### src/design/board_macros.svh
// port count, synchronizer depth and power-up sequence times
`ifndef BOARD_MACROS_SVH
`define BOARD_MACROS_SVH

// qsfp28 cages on the board
`define BRD_PORT_CNT 4
// flip-flop ranks on asynchronous pins
`define BRD_SYNC_STAGES 2
// cycles of module reset after insertion
`define BRD_RESET_HOLD 16
// cycles in low-power mode before the port is ready
`define BRD_INIT_WAIT 32

`endif

### src/design/board_pkg.sv
// port-state enum, port mask, port index and event flag types
`include "board_macros.svh"

package board_pkg;

    // cage power-up sequence states
    typedef enum logic [1:0] {
        ABSENT = 2'd0,
        HOLD   = 2'd1,
        INIT   = 2'd2,
        READY  = 2'd3
    } port_state_e;

    // one bit per cage
    typedef logic [`BRD_PORT_CNT-1:0] port_mask_t;

    // cage index
    typedef logic [1:0] port_idx_t;

    // sticky event bits of one cage
    typedef struct packed {
        logic insert;
        logic remove;
        logic intr;
    } port_evt_t;

    // events of all cages, cage 0 in the low bits
    typedef port_evt_t [`BRD_PORT_CNT-1:0] port_evt_arr_t;

endpackage

### src/design/qsfp_stat_if.sv
// qsfp_stat_if interface with mgr and agg modports
`timescale 1ns/10ps

interface qsfp_stat_if;
    import board_pkg::*;

    logic        present;
    logic        ready;
    port_state_e state;
    // single-cycle event strobes, no back-pressure
    logic        insert_stb;
    logic        remove_stb;
    logic        intr_stb;

    modport mgr (
        output present, ready, state,
        output insert_stb, remove_stb, intr_stb
    );

    modport agg (
        input present, ready, state,
        input insert_stb, remove_stb, intr_stb
    );

endinterface

### src/design/sig_sync.sv
// sig_sync module, multi-rank synchronizer for asynchronous pins
`timescale 1ns/10ps
`include "board_macros.svh"

module sig_sync #(
    parameter int WIDTH  = 1,
    parameter int STAGES = `BRD_SYNC_STAGES
) (
    input  logic             clk_125mhz_int,
    input  logic             rst_n_i,
    input  logic [WIDTH-1:0] async_i,
    output logic [WIDTH-1:0] sync_o
);

    logic [WIDTH-1:0] sync_q [STAGES];

    always_ff @(posedge clk_125mhz_int) begin
        if (!rst_n_i) begin
            // pins are active low, so ones are the idle level
            for (int s = 0; s < STAGES; s++) begin
                sync_q[s] <= '1;
            end
        end else begin
            sync_q[0] <= async_i;
            for (int s = 1; s < STAGES; s++) begin
                sync_q[s] <= sync_q[s-1];
            end
        end
    end

    // last rank drives the clock-domain copy
    assign sync_o = sync_q[STAGES-1];

endmodule

### src/design/qsfp_port_mgr.sv
// qsfp_port_mgr module, per-cage power-up sequencer and event strobes
`timescale 1ns/10ps
`include "board_macros.svh"

module qsfp_port_mgr #(
    parameter int RESET_HOLD = `BRD_RESET_HOLD,
    parameter int INIT_WAIT  = `BRD_INIT_WAIT
) (
    input  logic            clk_125mhz_int,
    input  logic            rst_n_i,
    input  logic            modprsl_i,
    input  logic            intl_i,
    input  logic            enable_i,
    output logic            resetl_o,
    output logic            lpmode_o,
    qsfp_stat_if.mgr        stat
);
    import board_pkg::*;

    localparam int CNT_MAX = (RESET_HOLD > INIT_WAIT) ? RESET_HOLD : INIT_WAIT;
    localparam int CNT_W   = $clog2(CNT_MAX + 1);

    // counter reloads, the state lasts load + 1 cycles
    localparam logic [CNT_W-1:0] HOLD_LOAD = CNT_W'(RESET_HOLD - 1);
    localparam logic [CNT_W-1:0] INIT_LOAD = CNT_W'(INIT_WAIT - 1);

    port_state_e      state_q;
    port_state_e      state_d;
    logic [CNT_W-1:0] cnt_q;
    logic [CNT_W-1:0] cnt_d;

    logic present;
    logic intr_act;
    logic qualified;
    logic intr_q;

    logic insert_d;
    logic remove_d;
    logic intr_d;
    logic insert_stb_q;
    logic remove_stb_q;
    logic intr_stb_q;

    // active-high views of the synchronized pins
    assign present   = ~modprsl_i;
    assign intr_act  = ~intl_i;
    assign qualified = present & enable_i;

    always_comb begin
        state_d  = state_q;
        cnt_d    = cnt_q;
        insert_d = 1'b0;
        remove_d = 1'b0;

        case (state_q)
            ABSENT: begin
                if (qualified) begin
                    state_d  = HOLD;
                    cnt_d    = HOLD_LOAD;
                    insert_d = 1'b1;
                end
            end
            HOLD: begin
                if (!qualified) begin
                    state_d  = ABSENT;
                    remove_d = 1'b1;
                end else if (cnt_q == '0) begin
                    // release reset, stay in low-power mode
                    state_d = INIT;
                    cnt_d   = INIT_LOAD;
                end else begin
                    cnt_d = cnt_q - 1'b1;
                end
            end
            INIT: begin
                if (!qualified) begin
                    state_d  = ABSENT;
                    remove_d = 1'b1;
                end else if (cnt_q == '0) begin
                    state_d = READY;
                end else begin
                    cnt_d = cnt_q - 1'b1;
                end
            end
            READY: begin
                if (!qualified) begin
                    state_d  = ABSENT;
                    remove_d = 1'b1;
                end
            end
            default: begin
                state_d = ABSENT;
            end
        endcase
    end

    // falling intl only counts while the port stays ready
    assign intr_d = (state_q == READY) && qualified && intr_act && !intr_q;

    always_ff @(posedge clk_125mhz_int) begin
        if (!rst_n_i) begin
            state_q      <= ABSENT;
            cnt_q        <= '0;
            intr_q       <= 1'b0;
            insert_stb_q <= 1'b0;
            remove_stb_q <= 1'b0;
            intr_stb_q   <= 1'b0;
        end else begin
            state_q      <= state_d;
            cnt_q        <= cnt_d;
            intr_q       <= intr_act;
            insert_stb_q <= insert_d;
            remove_stb_q <= remove_d;
            intr_stb_q   <= intr_d;
        end
    end

    // module pins decode straight from the state register
    assign resetl_o = (state_q == INIT) || (state_q == READY);
    assign lpmode_o = (state_q != READY);

    assign stat.present    = present;
    assign stat.ready      = (state_q == READY);
    assign stat.state      = state_q;
    assign stat.insert_stb = insert_stb_q;
    assign stat.remove_stb = remove_stb_q;
    assign stat.intr_stb   = intr_stb_q;

endmodule

### src/design/port_status_agg.sv
// port_status_agg module, sticky event flags, interrupt output and ready LEDs
`timescale 1ns/10ps
`include "board_macros.svh"

module port_status_agg (
    input  logic                     clk_125mhz_int,
    input  logic                     rst_n_i,
    qsfp_stat_if.agg                 stat [`BRD_PORT_CNT],
    input  logic                     evt_clr_stb_i,
    input  board_pkg::port_idx_t     evt_clr_port_i,
    output board_pkg::port_evt_arr_t evt_flags_o,
    output logic                     irq_o,
    output board_pkg::port_mask_t    led_o
);
    import board_pkg::*;

    port_evt_arr_t evt_set;
    port_evt_arr_t flags_q;
    port_mask_t    ready_vec;

    // gather strobes and ready bits from the interface array
    for (genvar i = 0; i < `BRD_PORT_CNT; i++) begin : g_port
        assign evt_set[i].insert = stat[i].insert_stb;
        assign evt_set[i].remove = stat[i].remove_stb;
        assign evt_set[i].intr   = stat[i].intr_stb;
        assign ready_vec[i]      = stat[i].ready && stat[i].present;
    end

    always_ff @(posedge clk_125mhz_int) begin
        if (!rst_n_i) begin
            flags_q <= '0;
            irq_o   <= 1'b0;
            led_o   <= '0;
        end else begin
            for (int i = 0; i < `BRD_PORT_CNT; i++) begin
                if (evt_clr_stb_i && (evt_clr_port_i == port_idx_t'(i))) begin
                    // a new event in the clear cycle survives
                    flags_q[i] <= evt_set[i];
                end else begin
                    flags_q[i] <= flags_q[i] | evt_set[i];
                end
            end
            irq_o <= |flags_q;
            led_o <= ready_vec;
        end
    end

    assign evt_flags_o = flags_q;

endmodule

### src/design/qsfp_mgmt_top.sv
// qsfp_mgmt_top module, pin synchronizer, four cage managers and status aggregator
`timescale 1ns/10ps
`include "board_macros.svh"

module qsfp_mgmt_top (
    input  logic                       clk_125mhz_int,
    input  logic                       rst_n_i,

    // cage sideband pins, active low and asynchronous
    input  logic [`BRD_PORT_CNT-1:0]   qsfp_modprsl_i,
    input  logic [`BRD_PORT_CNT-1:0]   qsfp_intl_i,
    output logic [`BRD_PORT_CNT-1:0]   qsfp_resetl_o,
    output logic [`BRD_PORT_CNT-1:0]   qsfp_lpmode_o,

    // host side
    input  logic [`BRD_PORT_CNT-1:0]   port_enable_i,
    input  logic                       evt_clr_stb_i,
    input  logic [1:0]                 evt_clr_port_i,
    output logic [3*`BRD_PORT_CNT-1:0] evt_flags_o,
    output logic                       irq_o,
    output logic [`BRD_PORT_CNT-1:0]   led_o
);

    logic [`BRD_PORT_CNT-1:0] modprsl_sync;
    logic [`BRD_PORT_CNT-1:0] intl_sync;

    // presence and interrupt pins share one synchronizer
    sig_sync #(
        .WIDTH  (2*`BRD_PORT_CNT),
        .STAGES (`BRD_SYNC_STAGES)
    ) u_sig_sync (
        .clk_125mhz_int (clk_125mhz_int),
        .rst_n_i        (rst_n_i),
        .async_i        ({qsfp_modprsl_i, qsfp_intl_i}),
        .sync_o         ({modprsl_sync, intl_sync})
    );

    qsfp_stat_if stat_if [`BRD_PORT_CNT] ();

    for (genvar i = 0; i < `BRD_PORT_CNT; i++) begin : g_mgr
        qsfp_port_mgr #(
            .RESET_HOLD (`BRD_RESET_HOLD),
            .INIT_WAIT  (`BRD_INIT_WAIT)
        ) u_qsfp_port_mgr (
            .clk_125mhz_int (clk_125mhz_int),
            .rst_n_i        (rst_n_i),
            .modprsl_i      (modprsl_sync[i]),
            .intl_i         (intl_sync[i]),
            .enable_i       (port_enable_i[i]),
            .resetl_o       (qsfp_resetl_o[i]),
            .lpmode_o       (qsfp_lpmode_o[i]),
            .stat           (stat_if[i])
        );
    end

    port_status_agg u_port_status_agg (
        .clk_125mhz_int (clk_125mhz_int),
        .rst_n_i        (rst_n_i),
        .stat           (stat_if),
        .evt_clr_stb_i  (evt_clr_stb_i),
        .evt_clr_port_i (evt_clr_port_i),
        .evt_flags_o    (evt_flags_o),
        .irq_o          (irq_o),
        .led_o          (led_o)
    );

endmodule

### config.mk
export PLATFORM = sky130hd
export DESIGN_NAME = qsfp_mgmt_top
export DESIGN_NICKNAME = d
export VERILOG_FILES = /design/src/design/board_pkg.sv /design/src/design/qsfp_stat_if.sv /design/src/design/sig_sync.sv /design/src/design/qsfp_port_mgr.sv /design/src/design/port_status_agg.sv /design/src/design/qsfp_mgmt_top.sv
export VERILOG_INCLUDE_DIRS = /design/src /design/src/design
export SDC_FILE = /design/constraint.sdc
export NUM_CORES = 1
export LEC_CHECK = 0
export BUFFER_PORTS_ARGS = -buffer_cell sky130_fd_sc_hd__buf_4
export CORE_MARGIN = 1.5
export CORE_UTILIZATION = 35
export CTS_CLUSTER_DIAMETER = 50
export DETAILED_ROUTE_END_ITERATION = 10
export PLACE_DENSITY = 0.57
export REMOVE_ABC_BUFFERS = 1
export SLEW_MARGIN = 20
export SYNTH_ARGS = -nofsm -noshare
export SYNTH_HDL_FRONTEND = slang
export SYNTH_SLANG_ARGS = --single-unit
### constraint.sdc
create_clock -name clk_125mhz_int -period 2.85 [get_ports clk_125mhz_int]
set_clock_uncertainty 0.15 [all_clocks]
set_input_delay 0.57 -clock clk_125mhz_int [delete_from_list [all_inputs] [get_ports clk_125mhz_int]]
set_output_delay 0.57 -clock clk_125mhz_int [all_outputs]
set_load 0.03 [all_outputs]
==> results.md <==
- All-Layer GR Usage: 16.4%
- H-tree level count: 3
- Hold path start: u_sig_sync.sync_q[0][9]
- RePlAce Congestion: 0.867
- Vias in the first global route: 3178
- XOR/XNOR Fraction of Synth Area: 0.664%
- Die area: 12000 um^2
- 1st-iter DRT viols: 141
- Crit path from: g_mgr[0].u_qsfp_port_mgr.stat.state[0]
- P_int: 2180 uW
- FF/Latch Area: 1620 um^2
- Worst Slack Setup Final: 0.520 ns
- Share of layout cells above drive strength 1: 17.0%
- Wire per inst: 14.4 um
- Core area: 10900 um^2
- Fillers: 1107
- Crit path largest cell delay: 0.37 ns
- Pwr dens: 667 nW/um^2
- Syn Inst Count: 449
- Clk Tree Root Cell: clkbuf_16
- Worst Setup End Kind: primary output
- Crit-path cells: inv_1, ha_1, or2_2, buf_4
- Synthesis-stage register bit count: 81
- Async set-or-reset flop fraction in the synthesized netlist: 0%
- Worst r2r src: g_mgr[2].u_qsfp_port_mgr.cnt_q[0]
- Worst-path clk slew: 0.06 ns
- Max Clk Rate: 429 MHz
- Via count: 3305
- Synthesized area: 3960 um^2
- Initial core utilization: 36.2%
- Initial antenna violation count: 0
- Switching part of the total: 29.9%
- WL final: 9030 um
- Layout overhead on the synthesized area: 17.8%
- Clock share of power: 37.8%
- Clock sink count: 81
- Largest family of logic cells by synthesized area: simple AND/OR/NAND/NOR gates
- TritonCTS clock tree: yes
- IO Pins: 42
- Die height: 109 um
- Min-Delay Path Class: reg -> reg
- Reg power frac: 41.1%
- Comb pwr share: 21.1%
- Max_cap viols: 0
- Drt first pass iters: 4
- Vias per cell: 5.27
- DR DRC count: 0
- Multi-input logic area: 2140 um^2
- Buffers on Ports: 41
- Post-CTS setup repair buffer count: 0
- Worst slack, placed: 0.615 ns
- Max-slew violation count: 0
- Setup TNS: 0 ns
- Startpoint types: flip-flop
- Syn. warnings: 0
- Post-route antenna net violation count: 0
- CTS Buf Count: 9
- Ant diodes: 0
- Worst VDD drop: 0.303 mV
- Synth Area in Adders: 8.22%
- Total grt overflow: 0
- Cell taking the most area after synthesis: dfxtp_1
- Delay-heaviest family, CP: flip-flops
- Yosys top cell area share: 41.0%
- Worst-Skew Late Latency: 0.34 ns
- Post-synth EDFFs: 0
- Largest net degree at the start of global routing: 42
- Final #Nets: 525
- Clock Path Buffers: 2
- Site Rows: 38
- Status: completed
- Yosys cell types: 57
- WP data arrival: 1.61 ns
- Compound-gate portion of the synthesized area: 20.7%
- Hold slack: 0.236 ns
- Mapped Avg Cell Area: 8.81 um^2
- CP max FO: 8
- Crit Path Class: reg -> out
- Final Hold Viols: 0
- Final worst path period share: 81.7%
- Final setup viols: 0
- Critical path's slowest cell: dfxtp_1
- Simple-Gate Fraction of Synth Area: 23.0%
- Hold buffer count at CTS: 0
- Multiplexer share of the synthesized area: 1.39%
- NetSw: 930 uW
- First-pass GRT wire length: 15300 um
- Cts repair resizes: 0
- Number of buffers and inverters on the critical path: 2
- Setup repair after global routing missed its margin: no
- HPWL Detailed: 6320 um
- Final min period: 2.33 ns
- Die W: 109 um
- Register area share after synthesis: 41.0%
- Core Util, Final: 42.6%
- LEAKAGE: 0.00184 uW
- Worst slew pin tran: 0.660 ns
- Top post-synthesis cells by area: dfxtp_1 (41%), ha_1 (8.2%), a21oi_1 (4.6%), nor2_1 (4.1%), nand2b_1 (3.8%)
- Worst path required time: 2.13 ns
- Most used DFF post-synth: dfxtp_1
- Slew Limit Headroom: 55.6%
-- registers in the layout, summed over array words and instances, names as in the netlist --
| name | flops |
|---|---|
| g_mgr.u_qsfp_port_mgr.stat.remove_stb | 4 |
| u_port_status_agg.led_o | 4 |
| g_mgr.u_qsfp_port_mgr.stat.state | 8 |
| g_mgr.u_qsfp_port_mgr.cnt_q | 24 |
| u_port_status_agg.irq_o | 1 |
| u_port_status_agg.evt_flags_o | 12 |
| g_mgr.u_qsfp_port_mgr.stat.insert_stb | 4 |
| u_sig_sync.sync_q | 16 |
| g_mgr.u_qsfp_port_mgr.stat.intr_stb | 4 |
| g_mgr.u_qsfp_port_mgr.intr_q | 4 |
-- worst paths after layout --
check,to,slack [ns],cells past startpoint
worst max-delay path,qsfp_resetl_o[0],0.52,4
worst min register to register,g_mgr[1].u_qsfp_port_mgr.intr_q,0.24,1
worst max register to register,g_mgr[2].u_qsfp_port_mgr.cnt_q[1],0.56,6
worst min-delay path,g_mgr[1].u_qsfp_port_mgr.intr_q,0.24,1
-- cells in the mapped netlist, types with 6 or more instances --
cell type  number
nor3_1         16
inv_1          24
o22ai_1         8
o21ai_0        24
dfxtp_1        81
a21oi_1        36
clkbuf_1       11
ha_1           26
or2_2           7
a31oi_1         6
nor2_1         43
nand2_1        21
buf_4           8
nand3_1         7
a211oi_1        7
or3_1           6
nand2b_1       24
-- cells by family after synthesis --
logic type,after synthesis
and+or+nand+nor,166
AOI/OAI and AO/OA,123
DFF,81
buffers and inverters,45
adders and majority gates,26
muxes,5
xor gates and xnor gates,3
-- area by class of cell --
type	instances	share of cell area, %
multi-input cells	323	45.9
flip-flops and latches	81	34.8
repair buffers	43	7.19
clock buffers	9	4.83
well taps	140	3.76
inverters	24	1.93
clock inverters	7	1.64
-- placed cells by master, fill, tap and decap left out, drive strengths merged, types with 3 or more instances in the layout --
master	instances
nand3b	3
nor3	16
and2	4
inv	26
a221oi	5
ha	26
nor2	43
o22ai	8
a32o	3
mux2	4
dfxtp	81
o221a	6
nand3	7
o32ai	5
nor3b	4
nand2b	24
or2	9
and3	4
o21bai	3
nor2b	5
a21oi	36
nor4	6
buf	43
clkbuf	9
o21ai	25
a21o	3
a31oi	6
a211oi	7
or3	6
nand2	21
or4	5
nor4b	5
o211ai	3
-- stage by stage --
step	area [um^2]	total power [uW]	std cells
2_1_floorplan	3850	1780	428
3_3_place_gp	4360	1940	611
3_5_place_dp	4360	1950	611
4_1_cts	4660	3140	627
5_1_grt	4660	3280	627
6_report	4660	3110	627
-- routing by layer --
metal	up-vias	GRT usage [%]	routed length [um]
li1	1683	-	-
met1	1544	20.9	4220
met2	70	26.4	4250
met3	8	4.80	458
met4	0	5.19	101
met5	-	0	0
-- worst reg2reg max path: stages, from the launching register on --
cell and delay (ns):
dfxtp_1 0.39, inv_1 0.08, ha_1 0.19, nor3b_2 0.19, a211oi_1 0.57, or2_0 0.41, o221a_2 0.26
-- power by group through the flow --
stage / sequential [uW] / combinational, uW / clock [uW]
detailed placement: 1300 / 649 / 0
global route: 1290 / 734 / 1260
finish: 1280 / 656 / 1170
global placement: 1300 / 644 / 0
CTS: 1280 / 655 / 1210
floorplan: 1300 / 481 / 0
No activity file was read; power rests on OpenSTA's default activity.
